### src/hdl/dft_pkg.sv
//--------------------------------------------------------------------------
// shared widths, types and the twiddle ROM for the single-RAM radix-2 DFT
// engine; imported by every RTL block and by the reference model
//--------------------------------------------------------------------------
package dft_pkg;

	// largest packet is 2^LOG_N_MAX points
	localparam int LOG_N_MAX = 5;
	localparam int N_MAX = 1 << LOG_N_MAX;

	// one real or imaginary part, signed
	localparam int D_W = 16;

	// RAM word and butterfly operand
	typedef struct packed {
		logic signed [D_W-1:0] re;
		logic signed [D_W-1:0] im;
	} sample_t;

	// top sequencer phase, also selects the RAM owner
	typedef enum logic [1:0] {
		PH_IDLE,
		PH_SINK,
		PH_STAGE,
		PH_SOURCE
	} phase_e;

	// W^k = cos(2*pi*k/N_MAX) - j*sin(2*pi*k/N_MAX), Q1.15
	// re holds the cosine, im the negative sine
	localparam sample_t TWIDDLE [N_MAX/2] = '{
		'{16'sd32767, 16'sd0},
		'{16'sd32138, -16'sd6393},
		'{16'sd30274, -16'sd12540},
		'{16'sd27246, -16'sd18205},
		'{16'sd23170, -16'sd23170},
		'{16'sd18205, -16'sd27246},
		'{16'sd12540, -16'sd30274},
		'{16'sd6393, -16'sd32138},
		'{16'sd0, -16'sd32767},
		'{-16'sd6393, -16'sd32138},
		'{-16'sd12540, -16'sd30274},
		'{-16'sd18205, -16'sd27246},
		'{-16'sd23170, -16'sd23170},
		'{-16'sd27246, -16'sd18205},
		'{-16'sd30274, -16'sd12540},
		'{-16'sd32138, -16'sd6393}
	};

endpackage

### src/hdl/dft_mem_if.sv
//--------------------------------------------------------------------------
// access port of the shared sample RAM; clients drive the strobes, the
// RAM side returns read data one cycle after rd_en
//--------------------------------------------------------------------------
`timescale 1ns/1ps

interface dft_mem_if
	import dft_pkg::*;
();

	// write port, takes effect at the edge where wr_en is high
	logic                 wr_en;
	logic [LOG_N_MAX-1:0] wr_addr;
	sample_t              wr_data;

	// read port, one cycle latency
	logic                 rd_en;
	logic [LOG_N_MAX-1:0] rd_addr;
	sample_t              rd_data;

	modport client (output wr_en, wr_addr, wr_data, rd_en, rd_addr, input rd_data);
	modport ram (input wr_en, wr_addr, wr_data, rd_en, rd_addr, output rd_data);

endinterface

### src/hdl/dft_ram.sv
//--------------------------------------------------------------------------
// simple dual-port sample RAM, N_MAX words, registered read
//--------------------------------------------------------------------------
`timescale 1ns/1ps

module dft_ram
	import dft_pkg::*;
(
	input logic     clk,
	dft_mem_if.ram  mem
);

	sample_t mem_q [N_MAX];

	// read before write on an address clash, old word comes back
	always_ff @(posedge clk) begin
		if (mem.wr_en) begin
			mem_q[mem.wr_addr] <= mem.wr_data;
		end
		if (mem.rd_en) begin
			mem.rd_data <= mem_q[mem.rd_addr];
		end
	end

endmodule

### src/hdl/dft_mem_arbiter.sv
//--------------------------------------------------------------------------
// hands the single RAM to sink, stage controller or source by phase;
// strobes of the clients that do not own the phase are held off
//--------------------------------------------------------------------------
`timescale 1ns/1ps

module dft_mem_arbiter
	import dft_pkg::*;
(
	input logic        clk,
	input phase_e      phase,
	dft_mem_if.ram     sink_mem,
	dft_mem_if.ram     stage_mem,
	dft_mem_if.ram     source_mem,
	dft_mem_if.client  ram_mem
);

	// grant moves only on a clock edge
	phase_e grant;

	always_ff @(posedge clk) begin
		grant <= phase;
	end

	// combinational route, RAM latency unchanged
	always_comb begin
		ram_mem.wr_en = 1'b0;
		ram_mem.wr_addr = '0;
		ram_mem.wr_data = '0;
		ram_mem.rd_en = 1'b0;
		ram_mem.rd_addr = '0;
		case (grant)
			PH_SINK: begin
				ram_mem.wr_en = sink_mem.wr_en;
				ram_mem.wr_addr = sink_mem.wr_addr;
				ram_mem.wr_data = sink_mem.wr_data;
				ram_mem.rd_en = sink_mem.rd_en;
				ram_mem.rd_addr = sink_mem.rd_addr;
			end
			PH_STAGE: begin
				ram_mem.wr_en = stage_mem.wr_en;
				ram_mem.wr_addr = stage_mem.wr_addr;
				ram_mem.wr_data = stage_mem.wr_data;
				ram_mem.rd_en = stage_mem.rd_en;
				ram_mem.rd_addr = stage_mem.rd_addr;
			end
			PH_SOURCE: begin
				ram_mem.wr_en = source_mem.wr_en;
				ram_mem.wr_addr = source_mem.wr_addr;
				ram_mem.wr_data = source_mem.wr_data;
				ram_mem.rd_en = source_mem.rd_en;
				ram_mem.rd_addr = source_mem.rd_addr;
			end
			default: begin
				// idle, RAM untouched
			end
		endcase
	end

	// read data fans out to everyone
	assign sink_mem.rd_data = ram_mem.rd_data;
	assign stage_mem.rd_data = ram_mem.rd_data;
	assign source_mem.rd_data = ram_mem.rd_data;

endmodule

### src/hdl/dft_sink.sv
//--------------------------------------------------------------------------
// input stage; writes each sample at the bit-reversed address of its index
// so the passes run in place, drops the packet on an input gap timeout
//--------------------------------------------------------------------------
`timescale 1ns/1ps

module dft_sink
	import dft_pkg::*;
#(
	parameter int SINK_TIMEOUT = 64
) (
	input  logic                  clk,
	input  logic                  rst_n,
	input  logic                  active,
	input  logic [2:0]            size,
	input  logic                  in_valid,
	input  logic signed [D_W-1:0] in_re,
	input  logic signed [D_W-1:0] in_im,
	dft_mem_if.client             mem,
	output logic                  sink_done,
	output logic                  sink_abort
);

	localparam int G_W = $clog2(SINK_TIMEOUT + 1);

	logic [LOG_N_MAX-1:0] cnt;
	logic [LOG_N_MAX-1:0] last_idx;
	logic [LOG_N_MAX-1:0] rev_full;
	logic [LOG_N_MAX-1:0] rev_addr;
	logic [G_W-1:0]       gap;

	assign last_idx = LOG_N_MAX'((1 << size) - 1);

	// reverse all bits, then drop the unused top ones
	// sop sample is index 0 so a size not yet latched does no harm
	always_comb begin
		for (int i = 0; i < LOG_N_MAX; i++) begin
			rev_full[i] = cnt[LOG_N_MAX-1-i];
		end
		rev_addr = rev_full >> (3'(LOG_N_MAX) - size);
	end

	always_ff @(posedge clk) begin
		if (!rst_n) begin
			cnt <= '0;
			gap <= '0;
			mem.wr_en <= 1'b0;
			sink_done <= 1'b0;
			sink_abort <= 1'b0;
		end else begin
			mem.wr_en <= active && in_valid;
			sink_done <= active && in_valid && (cnt == last_idx);
			sink_abort <= active && !in_valid && (gap == G_W'(SINK_TIMEOUT - 1));
			if (!active) begin
				cnt <= '0;
				gap <= '0;
			end else if (in_valid) begin
				cnt <= cnt + 1'b1;
				gap <= '0;
			end else begin
				gap <= gap + 1'b1;
			end
		end
	end

	always_ff @(posedge clk) begin
		mem.wr_addr <= rev_addr;
		mem.wr_data <= '{re: in_re, im: in_im};
	end

	// write only client
	assign mem.rd_en = 1'b0;
	assign mem.rd_addr = '0;

endmodule

### src/hdl/dft_stage_ctrl.sv
//--------------------------------------------------------------------------
// runs the in-place DIT passes; two reads per butterfly, operands go out
// to the butterfly, results come back two cycles later and are written
// over two cycles; each pass drains before the next one starts
//--------------------------------------------------------------------------
`timescale 1ns/1ps

module dft_stage_ctrl
	import dft_pkg::*;
(
	input  logic       clk,
	input  logic       rst_n,
	input  logic       start,
	input  logic [2:0] size,
	dft_mem_if.client  mem,
	output logic       bf_valid,
	output sample_t    bf_a,
	output sample_t    bf_b,
	output sample_t    bf_tw,
	input  logic       bf_out_valid,
	input  sample_t    bf_out_a,
	input  sample_t    bf_out_b,
	output logic       stage_done
);

	typedef enum logic [1:0] {
		ST_IDLE,
		ST_RD_A,
		ST_RD_B,
		ST_DRAIN
	} state_e;

	state_e state;

	logic [2:0]                  pass;
	logic [2:0]                  pass_last;
	logic [LOG_N_MAX-2:0]        bf_cnt;
	logic [LOG_N_MAX-2:0]        bf_last;
	logic [LOG_N_MAX-2:0]        j_idx;
	logic [LOG_N_MAX-2:0]        grp;
	logic [LOG_N_MAX-2:0]        tw_idx;
	logic [LOG_N_MAX-1:0]        top_addr;
	logic [LOG_N_MAX-1:0]        bot_addr;
	logic [2:0][LOG_N_MAX-1:0]   top_pipe;
	logic [2:0][LOG_N_MAX-1:0]   bot_pipe;
	logic                        b_pend;
	logic [LOG_N_MAX-1:0]        b_addr;
	sample_t                     b_data;
	logic [3:0]                  wr_pend;

	assign pass_last = size - 3'd1;
	assign bf_last = (LOG_N_MAX-1)'((1 << (size - 3'd1)) - 1);

	// ----------------------------------------------------------------------
	// butterfly addressing, half span 2^pass
	// ----------------------------------------------------------------------
	always_comb begin
		j_idx = bf_cnt & (LOG_N_MAX-1)'((1 << pass) - 1);
		grp = bf_cnt >> pass;
		top_addr = (LOG_N_MAX'(grp) << (pass + 3'd1)) | LOG_N_MAX'(j_idx);
		bot_addr = top_addr | (LOG_N_MAX'(1) << pass);
		// stride of N_MAX / 2^(pass+1) into the shared table
		tw_idx = j_idx << (3'(LOG_N_MAX - 1) - pass);
	end

	// a then b on back to back cycles
	assign mem.rd_en = (state == ST_RD_A) || (state == ST_RD_B);
	assign mem.rd_addr = (state == ST_RD_A) ? top_addr : bot_addr;

	// b is taken straight off the RAM, one cycle behind a
	assign bf_b = mem.rd_data;

	always_ff @(posedge clk) begin
		if (!rst_n) begin
			state <= ST_IDLE;
			pass <= '0;
			bf_cnt <= '0;
			stage_done <= 1'b0;
		end else begin
			stage_done <= 1'b0;
			case (state)
				ST_IDLE: begin
					if (start) begin
						pass <= '0;
						bf_cnt <= '0;
						state <= ST_RD_A;
					end
				end
				ST_RD_A: begin
					state <= ST_RD_B;
				end
				ST_RD_B: begin
					bf_cnt <= bf_cnt + 1'b1;
					state <= (bf_cnt == bf_last) ? ST_DRAIN : ST_RD_A;
				end
				ST_DRAIN: begin
					// next pass reads what this one wrote
					if (wr_pend == 4'd0) begin
						bf_cnt <= '0;
						if (pass == pass_last) begin
							stage_done <= 1'b1;
							state <= ST_IDLE;
						end else begin
							pass <= pass + 3'd1;
							state <= ST_RD_A;
						end
					end
				end
				default: state <= ST_IDLE;
			endcase
		end
	end

	// ----------------------------------------------------------------------
	// operand launch and address pipe, 3 deep to meet bf_out_valid
	// ----------------------------------------------------------------------
	always_ff @(posedge clk) begin
		if (!rst_n) begin
			bf_valid <= 1'b0;
		end else begin
			bf_valid <= (state == ST_RD_B);
		end
	end

	always_ff @(posedge clk) begin
		bf_a <= mem.rd_data;
		bf_tw <= TWIDDLE[tw_idx];
		top_pipe <= {top_pipe[1:0], top_addr};
		bot_pipe <= {bot_pipe[1:0], bot_addr};
	end

	// ----------------------------------------------------------------------
	// write back, a first then the held b
	// ----------------------------------------------------------------------
	always_ff @(posedge clk) begin
		if (!rst_n) begin
			mem.wr_en <= 1'b0;
			b_pend <= 1'b0;
			wr_pend <= '0;
		end else begin
			mem.wr_en <= bf_out_valid || b_pend;
			b_pend <= bf_out_valid;
			// two writes owed per issued butterfly
			wr_pend <= wr_pend + ((state == ST_RD_A) ? 4'd2 : 4'd0) - {3'd0, mem.wr_en};
		end
	end

	always_ff @(posedge clk) begin
		if (bf_out_valid) begin
			mem.wr_addr <= top_pipe[2];
			mem.wr_data <= bf_out_a;
			b_addr <= bot_pipe[2];
			b_data <= bf_out_b;
		end else begin
			mem.wr_addr <= b_addr;
			mem.wr_data <= b_data;
		end
	end

endmodule

### src/hdl/dft_butterfly.sv
//--------------------------------------------------------------------------
// radix-2 DIT butterfly, two register stages; a +/- b*w, halved
// results wrap to D_W bits, one operand accepted per cycle
//--------------------------------------------------------------------------
`timescale 1ns/1ps

module dft_butterfly
	import dft_pkg::*;
(
	input  logic    clk,
	input  logic    rst_n,
	input  logic    in_valid,
	input  sample_t a,
	input  sample_t b,
	input  sample_t tw,
	output logic    out_valid,
	output sample_t out_a,
	output sample_t out_b
);

	// product scaled back by 2^15 needs two guard bits
	localparam int P_W = D_W + 2;

	logic signed [2*D_W:0] prod_re;
	logic signed [2*D_W:0] prod_im;
	logic signed [P_W-1:0] p_re;
	logic signed [P_W-1:0] p_im;
	logic signed [P_W:0]   sum_re;
	logic signed [P_W:0]   sum_im;
	logic signed [P_W:0]   dif_re;
	logic signed [P_W:0]   dif_im;
	sample_t               a_q;
	logic                  v_q;

	// full precision b*w
	assign prod_re = $signed(b.re) * $signed(tw.re) - $signed(b.im) * $signed(tw.im);
	assign prod_im = $signed(b.re) * $signed(tw.im) + $signed(b.im) * $signed(tw.re);

	// stage 2 adders from stage 1 registers
	assign sum_re = $signed(a_q.re) + p_re;
	assign sum_im = $signed(a_q.im) + p_im;
	assign dif_re = $signed(a_q.re) - p_re;
	assign dif_im = $signed(a_q.im) - p_im;

	always_ff @(posedge clk) begin
		if (!rst_n) begin
			v_q <= 1'b0;
			out_valid <= 1'b0;
		end else begin
			v_q <= in_valid;
			out_valid <= v_q;
		end
	end

	always_ff @(posedge clk) begin
		// stage 1, truncating Q1.15 multiply
		p_re <= P_W'(prod_re >>> 15);
		p_im <= P_W'(prod_im >>> 15);
		a_q <= a;
		// stage 2, halve every pass
		out_a.re <= D_W'(sum_re >>> 1);
		out_a.im <= D_W'(sum_im >>> 1);
		out_b.re <= D_W'(dif_re >>> 1);
		out_b.im <= D_W'(dif_im >>> 1);
	end

endmodule

### src/hdl/dft_source.sv
//--------------------------------------------------------------------------
// output stage; reads the result in natural order and frames the stream
// first sample leaves two cycles after start
//--------------------------------------------------------------------------
`timescale 1ns/1ps

module dft_source
	import dft_pkg::*;
(
	input  logic                  clk,
	input  logic                  rst_n,
	input  logic                  start,
	input  logic [2:0]            size,
	dft_mem_if.client             mem,
	output logic                  out_valid,
	output logic                  out_sop,
	output logic                  out_eop,
	output logic signed [D_W-1:0] out_re,
	output logic signed [D_W-1:0] out_im,
	output logic                  source_done
);

	logic                 busy;
	logic [LOG_N_MAX-1:0] cnt;
	logic [LOG_N_MAX-1:0] last_idx;
	logic                 v1;
	logic                 sop1;
	logic                 eop1;

	assign last_idx = LOG_N_MAX'((1 << size) - 1);

	// first read in the start cycle itself
	assign mem.rd_en = start || busy;
	assign mem.rd_addr = cnt;
	assign source_done = mem.rd_en && (cnt == last_idx);

	always_ff @(posedge clk) begin
		if (!rst_n) begin
			busy <= 1'b0;
			cnt <= '0;
			v1 <= 1'b0;
			sop1 <= 1'b0;
			eop1 <= 1'b0;
			out_valid <= 1'b0;
			out_sop <= 1'b0;
			out_eop <= 1'b0;
		end else begin
			if (mem.rd_en) begin
				cnt <= source_done ? '0 : cnt + 1'b1;
				busy <= !source_done;
			end
			// flags ride along with the RAM latency
			v1 <= mem.rd_en;
			sop1 <= mem.rd_en && (cnt == '0);
			eop1 <= source_done;
			out_valid <= v1;
			out_sop <= sop1;
			out_eop <= eop1;
		end
	end

	always_ff @(posedge clk) begin
		out_re <= mem.rd_data.re;
		out_im <= mem.rd_data.im;
	end

	// read only client
	assign mem.wr_en = 1'b0;
	assign mem.wr_addr = '0;
	assign mem.wr_data = '0;

endmodule

### src/hdl/dft_mem_top.sv
//--------------------------------------------------------------------------
// DFT engine top; phase sequencer IDLE -> SINK -> STAGE -> SOURCE around
// one shared sample RAM, plain streaming ports, no back-pressure
//--------------------------------------------------------------------------
`timescale 1ns/1ps

module dft_mem_top
	import dft_pkg::*;
#(
	parameter int SINK_TIMEOUT = 64
) (
	input  logic                  clk,
	input  logic                  rst_n,
	input  logic                  in_valid,
	input  logic                  in_sop,
	input  logic [2:0]            in_size,
	input  logic signed [D_W-1:0] in_re,
	input  logic signed [D_W-1:0] in_im,
	output logic                  sink_ready,
	output logic                  out_valid,
	output logic                  out_sop,
	output logic                  out_eop,
	output logic signed [D_W-1:0] out_re,
	output logic signed [D_W-1:0] out_im
);

	phase_e     phase;
	phase_e     phase_nxt;
	logic [2:0] size_q;
	logic [2:0] sink_size;
	logic       sop_ok;
	logic       sink_done;
	logic       sink_abort;
	logic       stage_start;
	logic       stage_done;
	logic       source_start;
	logic       source_done;
	logic       bf_valid;
	logic       bf_out_valid;
	sample_t    bf_a;
	sample_t    bf_b;
	sample_t    bf_tw;
	sample_t    bf_out_a;
	sample_t    bf_out_b;

	dft_mem_if sink_mem ();
	dft_mem_if stage_mem ();
	dft_mem_if source_mem ();
	dft_mem_if ram_mem ();

	// ----------------------------------------------------------------------
	// phase sequencer
	// ----------------------------------------------------------------------
	// sizes 0, 6 and 7 are not a packet
	assign sop_ok = sink_ready && in_valid && in_sop
		&& (in_size != 3'd0) && (in_size <= 3'(LOG_N_MAX));

	always_comb begin
		phase_nxt = phase;
		case (phase)
			PH_IDLE: if (sop_ok) phase_nxt = PH_SINK;
			PH_SINK: begin
				if (sink_abort) begin
					phase_nxt = PH_IDLE;
				end else if (sink_done) begin
					phase_nxt = PH_STAGE;
				end
			end
			PH_STAGE: if (stage_done) phase_nxt = PH_SOURCE;
			PH_SOURCE: if (source_done) phase_nxt = PH_IDLE;
			default: phase_nxt = PH_IDLE;
		endcase
	end

	always_ff @(posedge clk) begin
		if (!rst_n) begin
			phase <= PH_IDLE;
			size_q <= '0;
			sink_ready <= 1'b0;
			stage_start <= 1'b0;
			source_start <= 1'b0;
		end else begin
			phase <= phase_nxt;
			if (sop_ok) begin
				size_q <= in_size;
			end
			// drops right after an accepted sop
			sink_ready <= (phase == PH_IDLE) && !sop_ok;
			// one cycle strobes in the first cycle of a phase
			stage_start <= (phase == PH_SINK) && (phase_nxt == PH_STAGE);
			source_start <= (phase == PH_STAGE) && (phase_nxt == PH_SOURCE);
		end
	end

	// size_q loads at the sop edge, so the sop cycle takes in_size directly
	assign sink_size = sop_ok ? in_size : size_q;

	// ----------------------------------------------------------------------
	// datapath
	// ----------------------------------------------------------------------
	// sink sees the sop sample while still in IDLE
	dft_sink #(
		.SINK_TIMEOUT(SINK_TIMEOUT)
	) i_sink (
		.clk        (clk),
		.rst_n      (rst_n),
		.active     (phase_nxt == PH_SINK),
		.size       (sink_size),
		.in_valid   (in_valid),
		.in_re      (in_re),
		.in_im      (in_im),
		.mem        (sink_mem.client),
		.sink_done  (sink_done),
		.sink_abort (sink_abort)
	);

	dft_stage_ctrl i_stage_ctrl (
		.clk          (clk),
		.rst_n        (rst_n),
		.start        (stage_start),
		.size         (size_q),
		.mem          (stage_mem.client),
		.bf_valid     (bf_valid),
		.bf_a         (bf_a),
		.bf_b         (bf_b),
		.bf_tw        (bf_tw),
		.bf_out_valid (bf_out_valid),
		.bf_out_a     (bf_out_a),
		.bf_out_b     (bf_out_b),
		.stage_done   (stage_done)
	);

	dft_butterfly i_butterfly (
		.clk       (clk),
		.rst_n     (rst_n),
		.in_valid  (bf_valid),
		.a         (bf_a),
		.b         (bf_b),
		.tw        (bf_tw),
		.out_valid (bf_out_valid),
		.out_a     (bf_out_a),
		.out_b     (bf_out_b)
	);

	dft_source i_source (
		.clk         (clk),
		.rst_n       (rst_n),
		.start       (source_start),
		.size        (size_q),
		.mem         (source_mem.client),
		.out_valid   (out_valid),
		.out_sop     (out_sop),
		.out_eop     (out_eop),
		.out_re      (out_re),
		.out_im      (out_im),
		.source_done (source_done)
	);

	// next phase in, so the grant equals the phase register
	dft_mem_arbiter i_arbiter (
		.clk        (clk),
		.phase      (phase_nxt),
		.sink_mem   (sink_mem.ram),
		.stage_mem  (stage_mem.ram),
		.source_mem (source_mem.ram),
		.ram_mem    (ram_mem.client)
	);

	dft_ram i_ram (
		.clk (clk),
		.mem (ram_mem.ram)
	);

endmodule

### config.mk
export PLATFORM = sky130hd
export DESIGN_NAME = dft_mem_top
export DESIGN_NICKNAME = d
export VERILOG_FILES = /design/src/hdl/dft_pkg.sv /design/src/hdl/dft_mem_if.sv /design/src/hdl/dft_ram.sv /design/src/hdl/dft_mem_arbiter.sv /design/src/hdl/dft_sink.sv /design/src/hdl/dft_stage_ctrl.sv /design/src/hdl/dft_butterfly.sv /design/src/hdl/dft_source.sv /design/src/hdl/dft_mem_top.sv
export SDC_FILE = /design/constraint.sdc
export NUM_CORES = 2
export LEC_CHECK = 0
export ABC_AREA = 1
export BUFFER_PORTS_ARGS = -buffer_cell sky130_fd_sc_hd__buf_2
export CAP_MARGIN = 40
export CORE_UTILIZATION = 65
export CTS_BUF_LIST = sky130_fd_sc_hd__clkbuf_8
export CTS_CLUSTER_SIZE = 14
export DETAILED_ROUTE_END_ITERATION = 7
export PLACE_DENSITY = 0.84
export SKIP_CTS_REPAIR_TIMING = 1
export SLEW_MARGIN = 20
export SYNTH_ARGS = -nofsm -noshare
export SYNTH_HDL_FRONTEND = slang
export SYNTH_SLANG_ARGS = --single-unit
### constraint.sdc
create_clock -name clk -period 17.69 [get_ports clk]
set_clock_uncertainty 0.1 [all_clocks]
set_input_delay 0.8845 -clock clk [delete_from_list [all_inputs] [get_ports clk]]
set_output_delay 0.8845 -clock clk [all_outputs]
set_load 0.005 [all_outputs]
* After elaboration in Yosys (flattened, before gate mapping) *
Memories as Yosys holds them, arrays and structs flattened. A register that Yosys moved wholly into a read port is not among the register bits.
Index checks and enable logic that the tools add are counted.

cells by class
  reductions and logical operators = 32
  shift operators = 9
  multiply operators = 4
  mux-type cells = 32
  bitwise gates (word level) = 6
  $lt $le $gt $ge = 1
  add/sub/neg operators = 20
  eq/ne operators = 20
  divide/modulo/power cells = 0

operators by type and width
  kind                                              number
  multiplier 16 x 16 -> 32 bit                      4
  one-hot mux 32 bit (2 select lines)               1
  adder 16 x 17 -> 17 bit                           2
  subtractor 16 x 17 -> 17 bit                      2
  adder 32 bit                                      1
  two-way mux 32 bit                                1
  subtractor 32 bit                                 1
  one-hot mux 5 bit (2 select lines)                2
  two-way mux 2 bit                                 9
  == test 2 bit, second input constant              8
  one-hot mux 2 bit (4 select lines)                2
  two-way mux 5 bit                                 3
  << shifter 1 x 3 -> 5 bit, first input constant   3
  logical AND 1 bit                                 13
  two-way mux 3 bit                                 4
  one-hot mux 4 bit (3 select lines)                1
  adder 5 x 1 -> 5 bit, second input constant       2
  == test 5 bit                                     2
  subtractor 5 x 2 -> 5 bit, second input constant  2
  == test 2 x 1 -> 1 bit, second input constant     4
  two-way mux 4 bit                                 2
  << shifter 1 x 3 -> 4 bit, first input constant   2
  subtractor 4 x 2 -> 4 bit, second input constant  2
  adder 7 x 1 -> 7 bit, second input constant       1
  35 further kinds                                  50

storage, ports and cells
  flip-flop bits (word level) = 359
  memories kept = 2
  word-level logic and storage cells = 180
  bits in writable memories = 1024
  bits of input ports = 39
  memory bits (read-only) = 512
  latch bits = 0

memories
  memory            words  bits a word  read ports  clocked after memory_dff  wr ports  line                   source
  i_ram.mem_q       32     32           1           1                         1         dft_ram.sv:13          sample_t mem_q [N_MAX];
  (name not given)  16     32           1           1                         0         dft_stage_ctrl.sv:127  bf_tw <= TWIDDLE[tw_idx];

* Logic depth before layout (Yosys ltp) *
  depth after elaboration = 9
  mapped depth = 30

* Cells and area by module *
A second synthesis with hierarchy kept.

unflattened totals
  cell total of the unflattened synthesis = 10775
  area total of the unflattened synthesis = 102423.2 µm²

modules (own cells, without submodules)
  module           cells each  times used  area each (µm²)
  dft_butterfly    5793        1           47144.0
  dft_ram          3536        1           42726.0
  dft_stage_ctrl   752         1           6906.6
  dft_mem_arbiter  304         1           2070.7
  dft_sink         172         1           1649.1
  dft_source       160         1           1534.0
  dft_mem_top      58          1           392.9

* Worst setup path before layout *
Ideal clock, no wire load.

  path type = register to register
  start = register i_ram.mem.rd_data[15] (netlist name)
  end = register i_butterfly.p_re[16]
  path buffers = 1
  period minus slack after synthesis = 6.967 ns
  library setup time = 0.129 ns
  required time = 17.461 ns
  arrival = 6.738 ns
  cell stages (with the launch flop) = 25
  path slack = 10.723 ns
  cell sequence = edfxtp_1 clkbuf_1 nand2_1 inv_1 fa_1 fa_1 inv_1 fa_1 fa_1 fa_1 inv_1 fa_1 inv_1 fa_1 inv_1 fa_1 inv_1 ha_1 nand2_1 nor2_1 nand2_1 nor4_1 nand2_1 nand2_1 xnor3_1

between the ends
  cells in the longest elaborated chain, start to end = 2

ends and longest elaborated chain
  item                          line                 source
  multiplier 16 x 16 -> 32 bit  dft_butterfly.sv:36  assign prod_re = $signed(b.re) * $signed(tw.re) - $signed(b.im) * $signed(tw.im);
  subtractor 32 bit             dft_butterfly.sv:36
  net i_butterfly.prod_re[31]   dft_butterfly.sv:24  logic signed [2*D_W:0] prod_re;
  to (signal assigned)          dft_butterfly.sv:57  p_re <= P_W'(prod_re >>> 15);
  to (decl)                     dft_butterfly.sv:26  logic signed [P_W-1:0] p_re;

The timed path passes the listed nets, and every way through them passes these cells.
A chain may end at the register's enable or synchronous reset.

* Worst setup path after layout *
  start = register i_stage_ctrl.bf_tw[16] (netlist name)
  end = register i_butterfly.p_im[7]

between the ends
  cells in the longest elaborated chain, start to end = 2

ends and longest elaborated chain
  item                          line                 source
  multiplier 16 x 16 -> 32 bit  dft_butterfly.sv:37  assign prod_im = $signed(b.re) * $signed(tw.im) + $signed(b.im) * $signed(tw.re);
  adder 32 bit                  dft_butterfly.sv:37
  net i_butterfly.prod_im[22]   dft_butterfly.sv:25  logic signed [2*D_W:0] prod_im;
  to (signal assigned)          dft_butterfly.sv:58  p_im <= P_W'(prod_im >>> 15);
  to (decl)                     dft_butterfly.sv:27  logic signed [P_W-1:0] p_im;

The timed path passes the listed nets, and every way through them passes these cells.

==> flow_summary.html <==
<table>
<tr><th>Metric</th><th>Value</th></tr>
<tr><th colspan="2">Global routing</th></tr>
<tr><td>Number of antenna violations at the first check in global routing</td><td>21</td></tr>
<tr><td>All-layer global routing usage</td><td>36.9%</td></tr>
<tr><td>Pin count of the biggest net entering global routing</td><td>between 150 and 200</td></tr>
<tr><td>Vias in the first global route</td><td>77900</td></tr>
<tr><td>Remaining global-route overflow</td><td>0</td></tr>
<tr><td>Global-route wire length before repair</td><td>approximately 440000 microns</td></tr>
<tr><th colspan="2">Clock network</th></tr>
<tr><td>Library cell used as clock root buffer</td><td>sky130_fd_sc_hd__clkbuf_8</td></tr>
<tr><td>Clock buffers created by TritonCTS</td><td>approximately 220</td></tr>
<tr><td>Level count of the clock H-tree</td><td>4</td></tr>
<tr><td>Clock insertion delay at the later pin of the skew report</td><td>1.01 ns</td></tr>
<tr><td>Clock transition at path regs</td><td>0.07 ns</td></tr>
<tr><td>Sinks on the clock net</td><td>1447</td></tr>
<tr><td>Clock tree buffer depth</td><td>3</td></tr>
<tr><td>Clock tree from TritonCTS</td><td>yes</td></tr>
<tr><th colspan="2">Detailed routing</th></tr>
<tr><td>Vias per cell</td><td>5.84</td></tr>
<tr><td>Number of optimization iterations in the first detailed-route pass</td><td>8</td></tr>
<tr><td>Overall via count from detail_route</td><td>75200</td></tr>
<tr><td>Count of unresolved DRC violations after routing</td><td>0</td></tr>
<tr><td>Routed length per placed instance</td><td>22.2 microns</td></tr>
<tr><td>Detailed-route wire length</td><td>roughly 290000 microns</td></tr>
<tr><td>Antenna Violating Nets Remaining</td><td>0</td></tr>
<tr><td>First-iteration detailed-routing DRC count</td><td>10400</td></tr>
<tr><th colspan="2">Timing</th></tr>
<tr><td>Post-route setup TNS</td><td>0 ns</td></tr>
<tr><td>Maximum clock frequency</td><td>between 100 and 150 MHz</td></tr>
<tr><td>Pins over their slew limit</td><td>0</td></tr>
<tr><td>Final hold viol count</td><td>0</td></tr>
<tr><td>Actual slew at the worst max-slew pin</td><td>approximately 0.99 ns</td></tr>
<tr><td>Max-slew headroom at the worst pin</td><td>34.0%</td></tr>
<tr><td>Tmin final</td><td>roughly 8.0 ns</td></tr>
<tr><td>Final setup fails</td><td>0</td></tr>
<tr><td>Unrepaired setup endpoints after global routing</td><td>no</td></tr>
<tr><td>Final period util</td><td>a little under half</td></tr>
<tr><th colspan="2">Critical path</th></tr>
<tr><td>Sort of element at the start of the critical path</td><td>register</td></tr>
<tr><td>CP required</td><td>about 18 ns</td></tr>
<tr><td>Data arrival time at the worst-slack endpoint</td><td>approximately 8.7 ns</td></tr>
<tr><td>Worst-path fanout max</td><td>31</td></tr>
<tr><td>Sort of element at the end of the critical path</td><td>register</td></tr>
<tr><td>Class of the most critical setup path</td><td>reg2reg</td></tr>
<tr><th colspan="2">Die</th></tr>
<tr><td>Ports placed on the boundary</td><td>75</td></tr>
<tr><td>Site row count</td><td>144</td></tr>
<tr><td>Starting density of the core</td><td>roughly two thirds</td></tr>
<tr><td>Die height</td><td>between 300 and 400 microns</td></tr>
<tr><td>Die Area</td><td>between 150000 and 200000 sq um</td></tr>
<tr><td>Core Box Area</td><td>between 150000 and 200000 sq um</td></tr>
<tr><td>Die X</td><td>just under 400 microns</td></tr>
<tr><th colspan="2">Yosys</th></tr>
<tr><td>Simple logic cell fraction of the synthesized area</td><td>between 10% and 20%</td></tr>
<tr><td>Post-Syn Nets</td><td>between 10000 and 15000</td></tr>
<tr><td>Share of synthesized cell area in full adder, half adder and majority cells</td><td>27.9%</td></tr>
<tr><td>Area share of xor/xnor cells in the synthesized design</td><td>under 10%</td></tr>
<tr><td>Post-synthesis area per instance</td><td>roughly 9.5 sq um</td></tr>
<tr><td>Main combinational cell family by area after synthesis</td><td>adder cells</td></tr>
<tr><td>Post-synthesis register bit count</td><td>roughly 1400</td></tr>
<tr><td>Synth unique cells</td><td>53</td></tr>
<tr><td>Share of cell area taken by muxes after synthesis</td><td>0%</td></tr>
<tr><td>Post-synth top area share</td><td>between 30% and 40%</td></tr>
<tr><td>Library cell occupying the most area in the post-synthesis netlist</td><td>sky130_fd_sc_hd__edfxtp_1</td></tr>
<tr><td>Register area share after synthesis</td><td>39.6%</td></tr>
<tr><td>Number of synthesized flops with an enable pin</td><td>approximately 1100</td></tr>
<tr><td>Synth Warn #</td><td>0</td></tr>
<tr><td>Post-synthesis instance total</td><td>between 10000 and 15000</td></tr>
<tr><td>Netlist Area Pre-Place</td><td>roughly 100000 sq um</td></tr>
<tr><td>Ys async rst share</td><td>0%</td></tr>
<tr><td>Most instantiated flip-flop cell in the synthesis netlist</td><td>sky130_fd_sc_hd__edfxtp_1</td></tr>
<tr><td>Complex-gate fraction of the synthesized area</td><td>2.17%</td></tr>
<tr><td>Cells taking the most area after synthesis</td><td>sky130_fd_sc_hd__edfxtp_1, sky130_fd_sc_hd__fa_1, sky130_fd_sc_hd__nand2_1</td></tr>
<tr><th colspan="2">Status</th></tr>
<tr><td>Run status</td><td>complete, no violations</td></tr>
<tr><th colspan="2">Placed design</th></tr>
<tr><td>Dpl hpwl</td><td>between 150000 and 200000 microns</td></tr>
<tr><td>Number of port buffers</td><td>74</td></tr>
<tr><td>Gp weighted congestion</td><td>roughly 0.94</td></tr>
<tr><th colspan="2">Layout</th></tr>
<tr><td>Area Overhead vs Synth</td><td>7.71%</td></tr>
<tr><td>Area occupied by registers</td><td>~40000 sq um</td></tr>
<tr><td>Leading cell types in the layout, fill and taps excluded</td><td>sky130_fd_sc_hd__inv_1, sky130_fd_sc_hd__nand2_1, sky130_fd_sc_hd__nand3_1, sky130_fd_sc_hd__fa_1, sky130_fd_sc_hd__edfxtp_1</td></tr>
<tr><td>Layout Nets</td><td>about 12000</td></tr>
<tr><td>Commonest non-fill, non-tap cell in the layout</td><td>sky130_fd_sc_hd__inv_1</td></tr>
<tr><td>Number of fill cells</td><td>10700</td></tr>
<tr><td>Area of combinational cells with multiple inputs</td><td>49800 sq um</td></tr>
<tr><td>Layout cells sized above 1</td><td>just over 6%</td></tr>
<tr><th colspan="2">Min path</th></tr>
<tr><td>Hold WC Path Type</td><td>in2reg</td></tr>
<tr><th colspan="2">Job</th></tr>
<tr><td>Max-cap violations</td><td>0</td></tr>
</table>
[cells by family (layout without fill, tap and decap cells)]
group	count (synthesis)	in the layout
simple gates	4096	4096
flops	1447	1447
compound gates	393	393
xor+xnor	165	165
buf+inv	2983	3170
other cells	0	8
fa+ha+maj	1555	1555
[area by class of cell]
type	instances	area share, %
Antenna cell	8	0.0184
Inverter	2462	8.52
Tap cell	2044	2.36
Clock buffer	238	3.02
Sequential cell	1447	36.8
Multi-Input combinational cell	6209	45.9
Timing Repair Buffer	290	2.33
Clock inverter	180	1.11
[worst max-delay path, stage by stage (launching register included)]
cell and delay [ns]:
sky130_fd_sc_hd__dfxtp_1 0.32, sky130_fd_sc_hd__buf_4 0.43, sky130_fd_sc_hd__nand2_1 0.33, sky130_fd_sc_hd__inv_1 0.66, sky130_fd_sc_hd__fa_1 0.57, sky130_fd_sc_hd__fa_1 0.52
sky130_fd_sc_hd__inv_1 0.06, sky130_fd_sc_hd__fa_1 0.47, sky130_fd_sc_hd__inv_1 0.05, sky130_fd_sc_hd__fa_1 0.50, sky130_fd_sc_hd__fa_1 0.58, sky130_fd_sc_hd__fa_1 0.44
sky130_fd_sc_hd__fa_1 0.50, sky130_fd_sc_hd__inv_1 0.06, sky130_fd_sc_hd__fa_1 0.48, sky130_fd_sc_hd__inv_1 0.04, sky130_fd_sc_hd__ha_1 0.34, sky130_fd_sc_hd__nand2_1 0.11
sky130_fd_sc_hd__nor2_1 0.17, sky130_fd_sc_hd__inv_1 0.08, sky130_fd_sc_hd__nor2_1 0.13, sky130_fd_sc_hd__inv_1 0.10, sky130_fd_sc_hd__nor4_1 0.15, sky130_fd_sc_hd__o21ai_0 0.17
sky130_fd_sc_hd__nand4_1 0.16, sky130_fd_sc_hd__xor2_1 0.26
[stage by stage]
step           setup slack, ns  cells  hold WS (ns)  instance area (sq um)  util, %
2_1_floorplan            10.72  10600         0.210                 101000        -
3_3_place_gp             10.08  12400         0.210                 103000     66.9
3_5_place_dp              9.85  12400         0.212                 104000     67.2
4_1_cts                   9.78  12800        -0.190                 108000     70.1
5_1_grt                   9.33  12900         0.117                 109000     70.5
6_report                  9.68  12900         0.136                 109000     70.5
[path summary, 6_finish.rpt]
path	start	depth (start not counted)	slack, ns	endpoint
max	i_stage_ctrl.bf_tw[16]	25	9.68	i_butterfly.p_im[7]
min	in_valid	3	0.14	i_sink.cnt[0]
max reg2reg	i_stage_ctrl.bf_tw[16]	25	9.68	i_butterfly.p_im[7]
min reg2reg	i_source.out_im[4]	0	0.19	i_butterfly.a_q[4]
[synthesized netlist by cell type (7+ instances only)]
cell type                  instances
sky130_fd_sc_hd__clkbuf_1        290
sky130_fd_sc_hd__nand2_1        2500
sky130_fd_sc_hd__o21ai_1          11
sky130_fd_sc_hd__buf_4            42
sky130_fd_sc_hd__o31ai_1          14
sky130_fd_sc_hd__nand3_1        1153
sky130_fd_sc_hd__xor2_1          111
sky130_fd_sc_hd__buf_1            14
sky130_fd_sc_hd__inv_1          2454
sky130_fd_sc_hd__o21ai_0          98
sky130_fd_sc_hd__a31oi_1          18
sky130_fd_sc_hd__dfxtp_1         354
sky130_fd_sc_hd__ha_1            402
sky130_fd_sc_hd__nor3_1           28
sky130_fd_sc_hd__nor2_1          217
sky130_fd_sc_hd__nor4_1           14
sky130_fd_sc_hd__a211oi_1          7
sky130_fd_sc_hd__o21a_1            9
sky130_fd_sc_hd__o211ai_1          7
sky130_fd_sc_hd__edfxtp_1       1093
sky130_fd_sc_hd__xnor2_1          53
sky130_fd_sc_hd__or2_2            27
sky130_fd_sc_hd__fa_1           1153
sky130_fd_sc_hd__a21boi_0          8
sky130_fd_sc_hd__nand4_1          19
sky130_fd_sc_hd__nand3b_1        129
sky130_fd_sc_hd__a21oi_1         194
sky130_fd_sc_hd__buf_2           171
[layer usage]
| layer | GRT usage [%] | vias to the layer above | wire length, microns |
|---|---|---|---|
| met2 | 56.7 | 5194 | 129000 |
| met3 | 8.89 | 1165 | 37600 |
| li1 | - | 32500 | - |
| met4 | 22.6 | 8 | 19300 |
| met5 | 0 | - | 45 |
| met1 | 47.7 | 36400 | 99000 |
[state kept, by name, indices dropped and copies added, names as in the netlist, 4 cells and up]
| register | cells |
|---|---|
| i_stage_ctrl.bf_tw | 32 |
| i_butterfly.a_q | 32 |
| i_butterfly.out_b | 32 |
| i_stage_ctrl.b_data | 32 |
| i_sink.gap | 7 |
| i_stage_ctrl.mem.wr_addr | 5 |
| i_stage_ctrl.top_pipe | 15 |
| i_stage_ctrl.mem.wr_data | 32 |
| i_ram.mem_q | 1024 |
| i_ram.mem.rd_data | 32 |
| i_stage_ctrl.bot_pipe | 15 |
| i_stage_ctrl.bf_cnt | 4 |
| i_butterfly.p_im | 17 |
| i_source.out_re | 16 |
| i_stage_ctrl.wr_pend | 4 |
| i_butterfly.p_re | 17 |
| i_stage_ctrl.b_addr | 5 |
| i_source.out_im | 16 |
| i_butterfly.out_a | 32 |
| i_source.mem.rd_addr | 5 |
| i_sink.mem.wr_data | 32 |
| i_sink.cnt | 5 |
| i_sink.mem.wr_addr | 5 |
Power is not shown: default switching activity piles up to over one toggle a cycle in this logic, so the estimate is an artifact.
